===== src/mmult_dot_cfg.svh =====
// Build-time sizes; FIFO depth must be a power of two of at least 2, vector length at least 1
`ifndef MMULT_DOT_CFG_SVH
`define MMULT_DOT_CFG_SVH

// Number of A/B operand pairs that are summed into one result
// A result is emitted after exactly this many pairs have been consumed
`define MMULT_DOT_LEN 4

// Entries in each operand FIFO
// The FIFO pointers wrap by overflow, so this must stay a power of two
`define MMULT_DOT_FIFO_DEPTH 4

// Width of the result counter reported by the flag block
// The counter wraps silently once it reaches its top value
`define MMULT_DOT_CNT_W 16

`endif


===== src/mmult_dot_pkg.sv =====
// Shared scalar types only; the counter width follows MMULT_DOT_CNT_W from the config header
`include "mmult_dot_cfg.svh"

package mmult_dot_pkg;

  // One operand word as it arrives on stream A or stream B
  // Treated as a two's complement value by the engine
  typedef logic signed [15:0] operand_t;

  // Accumulator and result word
  // A 16x16 signed product fits exactly, so sums of several products wrap here
  typedef logic signed [31:0] acc_t;

  // Unsigned count of result handshakes since the last start
  typedef logic [`MMULT_DOT_CNT_W-1:0] cnt_t;

endpackage


===== src/operand_fifo.sv =====
// Synchronous valid/ready FIFO with no bypass, so a word needs one cycle to reach the head
`timescale 1ns/100ps
`include "mmult_dot_cfg.svh"

module operand_fifo import mmult_dot_pkg::*; (
  input  logic     clk_i,
  input  logic     rst_ni,
  input  logic     in_valid_i,
  input  operand_t in_data_i,
  output logic     in_ready_o,
  output logic     out_valid_o,
  output operand_t out_data_o,
  input  logic     out_ready_i
);

  localparam int unsigned DEPTH = `MMULT_DOT_FIFO_DEPTH;
  localparam int unsigned PTR_W = $clog2(DEPTH);
  // One extra code is needed to tell full apart from empty
  localparam int unsigned OCC_W = $clog2(DEPTH + 1);
  localparam logic [OCC_W-1:0] FULL = OCC_W'(DEPTH);

  operand_t mem_q [DEPTH];

  logic [PTR_W-1:0] wr_ptr_q;
  logic [PTR_W-1:0] rd_ptr_q;
  logic [OCC_W-1:0] occ_q;

  logic push;
  logic pop;

  // Ready and valid come straight from the occupancy register
  // Neither depends on the far side of the FIFO, so no combinational loop can form
  assign in_ready_o  = (occ_q != FULL);
  assign out_valid_o = (occ_q != '0);
  assign out_data_o  = mem_q[rd_ptr_q];

  assign push = in_valid_i & in_ready_o;
  assign pop  = out_valid_o & out_ready_i;

  // Storage array is written on every accepted word
  always_ff @(posedge clk_i) begin
    if (push) begin
      mem_q[wr_ptr_q] <= in_data_i;
    end
  end

  // Pointers wrap by overflow since the depth is a power of two
  always_ff @(posedge clk_i or negedge rst_ni) begin
    if (!rst_ni) begin
      wr_ptr_q <= '0;
      rd_ptr_q <= '0;
    end else begin
      if (push) begin
        wr_ptr_q <= wr_ptr_q + 1'b1;
      end
      if (pop) begin
        rd_ptr_q <= rd_ptr_q + 1'b1;
      end
    end
  end

  // Occupancy tracks push and pop together
  // A push and a pop in the same cycle leave the count unchanged
  always_ff @(posedge clk_i or negedge rst_ni) begin
    if (!rst_ni) begin
      occ_q <= '0;
    end else begin
      case ({push, pop})
        2'b10:   occ_q <= occ_q + 1'b1;
        2'b01:   occ_q <= occ_q - 1'b1;
        default: occ_q <= occ_q;
      endcase
    end
  end

endmodule


===== src/dot_engine.sv =====
// Signed MAC over MMULT_DOT_LEN pairs; sums wrap at 32 bits and are never saturated
`timescale 1ns/100ps
`include "mmult_dot_cfg.svh"

module dot_engine import mmult_dot_pkg::*; (
  input  logic     clk_i,
  input  logic     rst_ni,
  input  logic     a_valid_i,
  input  operand_t a_data_i,
  output logic     a_ready_o,
  input  logic     b_valid_i,
  input  operand_t b_data_i,
  output logic     b_ready_o,
  output logic     res_valid_o,
  output acc_t     res_data_o,
  input  logic     res_ready_i
);

  localparam int unsigned LEN = `MMULT_DOT_LEN;
  // A single pair per vector still needs a one-bit counter
  localparam int unsigned PAIR_W = (LEN > 1) ? $clog2(LEN) : 1;
  localparam logic [PAIR_W-1:0] LAST_PAIR = PAIR_W'(LEN - 1);

  logic [PAIR_W-1:0] pair_cnt_q;
  acc_t              acc_q;
  logic              res_valid_q;
  acc_t              res_data_q;

  logic last_pair;
  logic can_take;
  logic pair_fire;
  acc_t product;
  acc_t sum;

  // The current pair closes a vector when the counter sits at its last value
  assign last_pair = (pair_cnt_q == LAST_PAIR);

  // Every pair but the last goes straight into the accumulator
  // The closing pair also needs the result buffer, which is free when it is empty
  // or when its current word leaves in this same cycle
  assign can_take = !last_pair || !res_valid_q || res_ready_i;

  // Both heads are popped together, never one alone
  assign pair_fire = a_valid_i && b_valid_i && can_take;

  // Each ready waits for the partner stream so the two FIFOs stay in step
  assign a_ready_o = b_valid_i && can_take;
  assign b_ready_o = a_valid_i && can_take;

  // Operands are sign extended before the multiply
  // The 16x16 product fits in 32 bits, only the running sum can wrap
  assign product = acc_t'(a_data_i) * acc_t'(b_data_i);
  assign sum     = acc_q + product;

  // Pair counter and accumulator
  // On the closing pair the accumulator restarts from zero for the next vector
  always_ff @(posedge clk_i or negedge rst_ni) begin
    if (!rst_ni) begin
      pair_cnt_q <= '0;
      acc_q      <= '0;
    end else if (pair_fire) begin
      if (last_pair) begin
        pair_cnt_q <= '0;
        acc_q      <= '0;
      end else begin
        pair_cnt_q <= pair_cnt_q + 1'b1;
        acc_q      <= sum;
      end
    end
  end

  // Result buffer valid bit
  // A new result wins over a handshake in the same cycle, so nothing is dropped
  always_ff @(posedge clk_i or negedge rst_ni) begin
    if (!rst_ni) begin
      res_valid_q <= 1'b0;
    end else if (pair_fire && last_pair) begin
      res_valid_q <= 1'b1;
    end else if (res_ready_i) begin
      res_valid_q <= 1'b0;
    end
  end

  // Result word
  // It only changes when a vector closes, so it stays put while the consumer stalls
  always_ff @(posedge clk_i) begin
    if (pair_fire && last_pair) begin
      res_data_q <= sum;
    end
  end

  assign res_valid_o = res_valid_q;
  assign res_data_o  = res_data_q;

endmodule


===== src/kernel_flags.sv =====
// Status flags follow the kernel adapter handshake rules; start_i is sampled every cycle
`timescale 1ns/100ps

module kernel_flags import mmult_dot_pkg::*; (
  input  logic clk_i,
  input  logic rst_ni,
  input  logic start_i,
  input  logic a_fire_i,
  input  logic b_fire_i,
  input  logic res_fire_i,
  output logic done_o,
  output logic idle_o,
  output logic ready_o,
  output cnt_t cnt_out_o
);

  logic done_q;
  logic idle_q;
  logic seen_a_q;
  logic seen_b_q;
  cnt_t cnt_out_q;

  // Done pulse
  // One cycle high after every result handshake, back to back results give a
  // continuous high level
  always_ff @(posedge clk_i or negedge rst_ni) begin
    if (!rst_ni) begin
      done_q <= 1'b0;
    end else begin
      done_q <= res_fire_i;
    end
  end

  // Idle state
  // Start drops it in the next cycle and keeps it low while start is held
  // Without start, the cycle after a done pulse raises it again
  // It is low out of reset, the host is expected to issue a start first
  always_ff @(posedge clk_i or negedge rst_ni) begin
    if (!rst_ni) begin
      idle_q <= 1'b0;
    end else if (start_i) begin
      idle_q <= 1'b0;
    end else if (done_q) begin
      idle_q <= 1'b1;
    end
  end

  // Sticky input flags
  // Each one records that its stream has delivered at least one word since the
  // last start, start takes priority over a handshake in the same cycle
  always_ff @(posedge clk_i or negedge rst_ni) begin
    if (!rst_ni) begin
      seen_a_q <= 1'b0;
      seen_b_q <= 1'b0;
    end else if (start_i) begin
      seen_a_q <= 1'b0;
      seen_b_q <= 1'b0;
    end else begin
      if (a_fire_i) begin
        seen_a_q <= 1'b1;
      end
      if (b_fire_i) begin
        seen_b_q <= 1'b1;
      end
    end
  end

  // Output counter
  // Counts result handshakes, so it moves on the same edge that raises done
  // It wraps at the top of cnt_t
  always_ff @(posedge clk_i or negedge rst_ni) begin
    if (!rst_ni) begin
      cnt_out_q <= '0;
    end else if (start_i) begin
      cnt_out_q <= '0;
    end else if (res_fire_i) begin
      cnt_out_q <= cnt_out_q + 1'b1;
    end
  end

  assign done_o    = done_q;
  assign idle_o    = idle_q;
  // Ready needs both operand streams to have started flowing
  assign ready_o   = seen_a_q & seen_b_q;
  assign cnt_out_o = cnt_out_q;

endmodule


===== src/mmult_dot_top.sv =====
// Dot-product accelerator top; min latency 2 cycles from last operand, start_i is a plain level
`timescale 1ns/100ps

module mmult_dot_top import mmult_dot_pkg::*; (
  input  logic     clk_i,
  input  logic     rst_ni,
  input  logic     start_i,
  input  logic     a_valid_i,
  input  operand_t a_data_i,
  output logic     a_ready_o,
  input  logic     b_valid_i,
  input  operand_t b_data_i,
  output logic     b_ready_o,
  output logic     res_valid_o,
  output acc_t     res_data_o,
  input  logic     res_ready_i,
  output logic     done_o,
  output logic     idle_o,
  output logic     ready_o,
  output cnt_t     cnt_out_o
);

  // FIFO heads toward the engine
  logic     head_a_valid;
  operand_t head_a_data;
  logic     head_a_ready;
  logic     head_b_valid;
  operand_t head_b_data;
  logic     head_b_ready;

  // Handshakes seen by the flag block
  logic a_fire;
  logic b_fire;
  logic res_fire;

  // Stream A buffer
  operand_fifo u_fifo_a (
    .clk_i       ( clk_i        ),
    .rst_ni      ( rst_ni       ),
    .in_valid_i  ( a_valid_i    ),
    .in_data_i   ( a_data_i     ),
    .in_ready_o  ( a_ready_o    ),
    .out_valid_o ( head_a_valid ),
    .out_data_o  ( head_a_data  ),
    .out_ready_i ( head_a_ready )
  );

  // Stream B buffer
  operand_fifo u_fifo_b (
    .clk_i       ( clk_i        ),
    .rst_ni      ( rst_ni       ),
    .in_valid_i  ( b_valid_i    ),
    .in_data_i   ( b_data_i     ),
    .in_ready_o  ( b_ready_o    ),
    .out_valid_o ( head_b_valid ),
    .out_data_o  ( head_b_data  ),
    .out_ready_i ( head_b_ready )
  );

  dot_engine u_engine (
    .clk_i       ( clk_i        ),
    .rst_ni      ( rst_ni       ),
    .a_valid_i   ( head_a_valid ),
    .a_data_i    ( head_a_data  ),
    .a_ready_o   ( head_a_ready ),
    .b_valid_i   ( head_b_valid ),
    .b_data_i    ( head_b_data  ),
    .b_ready_o   ( head_b_ready ),
    .res_valid_o ( res_valid_o  ),
    .res_data_o  ( res_data_o   ),
    .res_ready_i ( res_ready_i  )
  );

  // Input handshakes are taken at the outer ports, before the FIFOs
  assign a_fire   = a_valid_i & a_ready_o;
  assign b_fire   = b_valid_i & b_ready_o;
  assign res_fire = res_valid_o & res_ready_i;

  kernel_flags u_flags (
    .clk_i      ( clk_i     ),
    .rst_ni     ( rst_ni    ),
    .start_i    ( start_i   ),
    .a_fire_i   ( a_fire    ),
    .b_fire_i   ( b_fire    ),
    .res_fire_i ( res_fire  ),
    .done_o     ( done_o    ),
    .idle_o     ( idle_o    ),
    .ready_o    ( ready_o   ),
    .cnt_out_o  ( cnt_out_o )
  );

endmodule


===== config.mk =====
export PLATFORM = sky130hd
export DESIGN_NAME = mmult_dot_top
export DESIGN_NICKNAME = d
export VERILOG_FILES = /design/src/mmult_dot_pkg.sv /design/src/operand_fifo.sv /design/src/dot_engine.sv /design/src/kernel_flags.sv /design/src/mmult_dot_top.sv
export VERILOG_INCLUDE_DIRS = /design/src
export SDC_FILE = /design/constraint.sdc
export NUM_CORES = 1
export LEC_CHECK = 0
export ABC_AREA = 1
export BUFFER_PORTS_ARGS = -buffer_cell sky130_fd_sc_hd__buf_2
export CAP_MARGIN = 40
export CORE_UTILIZATION = 55
export CTS_CLUSTER_DIAMETER = 30
export CTS_CLUSTER_SIZE = 12
export DETAILED_ROUTE_END_ITERATION = 6
export MAX_ROUTING_LAYER = met4
export PLACE_DENSITY = 0.72
export SYNTH_ARGS = -nofsm -noshare
export SYNTH_HDL_FRONTEND = slang
export SYNTH_SLANG_ARGS = --single-unit

===== constraint.sdc =====
create_clock -name clk_i -period 9.4 [get_ports clk_i]
set_input_delay 0.47 -clock clk_i [delete_from_list [all_inputs] [get_ports clk_i]]
set_output_delay 0.47 -clock clk_i [all_outputs]
set_load 0.01 [all_outputs]

== Word-level counts from Yosys, hierarchy flattened ==
Memory sizes are Yosys's and may differ from the RTL's.
Index checks and enable logic that the tools add are counted.
W data, S select, Z words.
Storage, ports and cells
  memories kept: 2
  register bits: 101
  RAM bits: 128
  input bits: 38
Operators by class
  $add $sub $neg: 11
  multiply operators: 1
  eq/ne operators: 7
  mux-type cells: 18
  reduce and logical (&&, ||, !) cells: 18
  bitwise logic cells: 6
Memory list
  u_fifo_a.mem_q: words 4, width 16, read ports 1, clocked after Yosys merged registers in 0, wr ports 1, line operand_fifo.sv:22  | operand_t mem_q [DEPTH];
  u_fifo_b.mem_q: words 4, width 16, read ports 1, clocked after Yosys merged registers in 0, wr ports 1, line operand_fifo.sv:22
Operator list (count)
  $add A32 B32 Y32: 1
  $mul A16 B16 Y32: 1
  $mux W16: 2
  $mux W32: 1
  $add A16 B1 Y16 const B: 1
  $reduce_bool A2 Y1: 7
  $mux W1: 12
  $pmux W3 S2: 2
  $add A2 B1 Y2 const B: 5
  $add A3 B1 Y3 const B: 2
  $and A1 B1 Y1: 6
  $eq A2 B2 Y1 const B: 3
  $ne A3 B3 Y1 const B: 2
  $reduce_bool A3 Y1: 2
  $sub A3 B1 Y3 const B: 2
  $logic_and A1 B1 Y1: 5
  $eq A2 B1 Y1 const B: 2
  $logic_not A1 Y1: 2
  $logic_or A1 B1 Y1: 2
  $mux W2: 1

== Logic depth before layout (Yosys ltp) ==
  depth after elaboration: 8
  gate-level depth with buffers: 34

== Hierarchy ==
From an unflattened synthesis, not the netlist that was laid out.
Unflattened totals
  cells, all modules: 2329
  area total of the unflattened synthesis: 21265.4 um^2
Modules (own cells, without submodules)
  dot_engine: instances 1, area each 14028.5 um^2, cells an instance 1694
  operand_fifo at u_fifo_a: instances 1, area each 3195.6 um^2, cells an instance 246
  operand_fifo at u_fifo_b: instances 1, area each 3015.4 um^2, cells an instance 246
  kernel_flags: instances 1, area each 1003.5 um^2, cells an instance 137
  mmult_dot_top: instances 1, area each 22.5 um^2, cells an instance 6

== Worst setup path after synthesis ==
Ideal clock, no wire load.
  path type: register -> register
  start point: register u_fifo_b.rd_ptr_q[0]
  end point: register u_engine.res_data_q[31], in the netlist u_engine.res_data_o[31], data pin
  slack: 3.222 ns
  library setup time: 0.255 ns
  clock period less this slack: 6.178 ns
  data required time: 9.145 ns
  cell stages (with the launch flop): 30
  data arrival time: 5.924 ns
  cells stage by stage: dfrtp_1 buf_6 buf_4 a21oi_1 a32oi_4 inv_2 nor2_2 fa_1 inv_1 fa_1 inv_1 fa_1 inv_1 fa_1 inv_1 fa_1 inv_1 fa_1 inv_1 ha_1 nand2_1 nor2_1 nand2_1 nor3_1 nand2_1 inv_1 nor2_1 inv_1 nand2_1 and2_1
Between the ends
  longest elaborated chain between the ends: 3
RTL lines
  start, declared: line operand_fifo.sv:25  | logic [PTR_W-1:0] rd_ptr_q;
  start signal, assigned: line operand_fifo.sv:57  | rd_ptr_q <= rd_ptr_q + 1'b1;
  $mem_v2 Z4 W16
  $mul A16 B16 Y32: line dot_engine.sv:52  | assign product = acc_t'(a_data_i) * acc_t'(b_data_i);
  $add A32 B32 Y32: line dot_engine.sv:53  | assign sum = acc_q + product;
  named net u_engine.sum[31]: line dot_engine.sv:33  | acc_t sum;
  end signal, assigned: line dot_engine.sv:88  | res_data_q <= sum;
  end, declared: line dot_engine.sv:27  | acc_t res_data_q;
The timed path passes the listed nets, and every way through them passes these cells.
A chain may end at the register's enable or synchronous reset.

== Worst setup path in the final report ==
  start point: register u_fifo_b.rd_ptr_q[0]
  end point: register u_engine.res_data_q[30], in the netlist u_engine.res_data_o[30], data pin
The elaborated chain is that of the path after synthesis.

==> metrics.yaml <==
status: "completed"
grtUsageTotal_pct: 29.41
core_region_area_um2: 36520
fin_skew_ps: 32.99
fin_tns_setup_ps: 0
max_slew_margin_pct: 36.42
cts.sinks: 229
route.antenna.remaining_nets: 0
synth.top_cell.area_share_pct: 28.92
cts_tree: "yes"
drv_slew: 0
syn_avg_cell_area_um2: 9.861
hold_viol_final: 0
register_area_um2: 6531
min_period_over_period_pct: 83.93
cts_resized: 0
netlist_instances: 2064
async_reset_ff_share_pct: 30.13
die_h_um: 194.4
postCtsSetupRepairBufs: 0
initial_core_util_pct: 55.73
setup.worst_path.start_class: "flop"
rsz0062_at_grt: "false"
die_w_um: 194.4
cap_violations: 0
clk_path_buf_depth: 3
grt_first_pass_wirelength_um: 81870
grt_pass1_vias: 15610
clk_pin_slew_ps: 50
cp_max_fo: 32
fill_cells: 2932
viasPerCell: 5.367
routed_wirelength_um: 50000
syn_to_final_growth_pct: 13.89
clock-root-buffer: "clkbuf_16"
hpwl_um: 39310
multi_input_area_um2: 11760
antenna_found_initial: 0
hp-class: "in -> reg"
synthFlopType: "edfxtp_1"
drt_iter0_markers: 960
critical_path_class: "reg -> reg"
yosysWarnings: 0
seq_area_frac_synth_pct: 32.09
syn_area_um2: 20350
synth-seq-cells: 229
route.vias.total: 14460
wl_per_cell_um: 18.56
portBuffers: 91
syn_nets: 2506
nets: 2629
synth_top_cell_by_area: "fa_1"
rows: 70
dieArea_um2: 37780
antenna_cells: 0
cts_made_buffers: 50
setup_viol_count_final: 0
place.gp.congestion: 0.9671
endpoint_kind: "flop"
ys_types: 53
pin_count: 92
period_needed_ps: 7889
hold_buffers: 1
synth_edf_count: 160
arrival_ps: 8230
grt_overflow: 0
h-tree-depth: 2
ys_top_cells_by_count: "inv_1, nand2_1, fa_1"
final_layout_size_suffix_gt1_share_pct: 12.67
clock.fmax_mhz: 126.8
tightestPinTransition_ps: 953.7
grt_max_degree: 45
insertion_delay_ps: 590
worstPathRequired_ps: 9740
synth_area_leaders: "fa_1, edfxtp_1, inv_1, dfrtp_1, nand2_1"
synth.most_common_cell: "inv_1"
drc_errors: 0
dr.pass1.iters: 7
## layout by cell type, fill, tap and decap left out, drive strengths merged, types with 17 or more instances in the layout
cell,netlist,routed
a21oi,80,80
a32oi,30,30
buf,44,115
clkbuf,1,56
clkinv,2,17
dfrtp,69,69
edfxtp,160,160
fa,294,294
ha,110,110
inv,483,488
nand2,393,393
nand3,52,52
nor2,206,206
o21ai,36,36
xor2,23,23
## layout make-up
cell class	count	share of cell area (%)
Multi-Input combinational cell	1305	50.71
Sequential cell	229	28.18
Inverter	485	7.875
Clock buffer	56	5.538
Timing Repair Buffer	116	3.082
Tap cell	468	2.526
Clock inverter	35	2.089
## state kept, by name, summed over array words and instances (netlist names)
name / flops
u_engine.acc_q: 32
u_engine.pair_cnt_q: 2
u_engine.res_data_o: 32
u_engine.res_valid_o: 1
u_fifo_a.mem_q: 64
u_fifo_a.occ_q: 3
u_fifo_a.rd_ptr_q: 2
u_fifo_a.wr_ptr_q: 2
u_fifo_b.mem_q: 64
u_fifo_b.occ_q: 3
u_fifo_b.rd_ptr_q: 2
u_fifo_b.wr_ptr_q: 2
u_flags.cnt_out_o: 16
u_flags.done_o: 1
u_flags.idle_o: 1
u_flags.seen_a_q: 1
u_flags.seen_b_q: 1
## worst paths after layout
kind | startpoint | endpoint | slack [ps] | depth (start not counted)
worst max-delay path | u_fifo_b.rd_ptr_q[0]$_DFFE_PN0P_ | u_engine.res_data_o[30]$_DFFE_PP_ | 1510 | 25
worst min-delay path | b_data_i[9] | u_fifo_b.mem_q[3][9]$_DFFE_PP_ | 90 | 1
worst max register to register | u_fifo_b.rd_ptr_q[0]$_DFFE_PN0P_ | u_engine.res_data_o[30]$_DFFE_PP_ | 1510 | 25
worst min register to register | u_fifo_b.occ_q[0]$_DFFE_PN0P_ | u_fifo_b.occ_q[0]$_DFFE_PN0P_ | 470 | 1
max in group asynchronous | rst_ni | u_flags.cnt_out_o[6]$_DFFE_PN0P_ | 8390 | 3
min in group asynchronous | rst_ni | u_engine.acc_q[5]$_DFFE_PN0P_ | 390 | 2
## cells by family (layout without fill, tap and decap cells)
logic type	count (synthesis)	in the layout	share of synthesized area (%)
and+or+nand+nor	695	695	14.37
xor gates and xnor gates	33	33	1.494
AOI/OAI and AO/OA	173	173	6.129
buffers and inverters	530	692	10.24
DFF	229	229	32.09
adders and majority gates	404	404	35.68
## routing by layer
metal | GRT usage [%] | vias to the layer above | part of all wire [%]
met5 | - | - | 0
met4 | 10.46 | 0 | 3.3
met3 | 4.512 | 117 | 5.9
met2 | 49.01 | 486 | 49
met1 | 36.64 | 7261 | 41
li1 | - | 6594 | -
## worst max-delay path, stage by stage (launching register included)
cell and delay (ps):
dfrtp_1 590, buf_8 270, inv_4 240, nand2_1 110, a32oi_2 680, inv_1 400, nor2_1 270, inv_1 120
fa_1 620, inv_1 140, fa_1 630, inv_1 100, fa_1 490, inv_1 50, fa_1 500, inv_1 50
fa_1 450, fa_1 510, inv_1 50, ha_1 360, a21o_1 210, a31oi_1 150, o21ai_0 100, a21oi_1 220
nand3b_1 140, and2_1 170
## through the flow
stage	hold WS (ps)	instances	util [%]	setup slack [ps]	cell area, µm²
after detailed placement	454.8	2602	58.60	1603	21400
after CTS	63.60	2694	63.47	1586	23180
after floorplan	174.4	2064	-	3222	20350
after global placement	458.2	2592	58.21	1376	21260
final	89.46	2694	63.47	1511	23180
after global routing	81.85	2694	63.47	991.8	23180
Power is left out: the tool's default activity adds up to more than one toggle a clock period on the data nets, which glitch-free logic cannot reach.
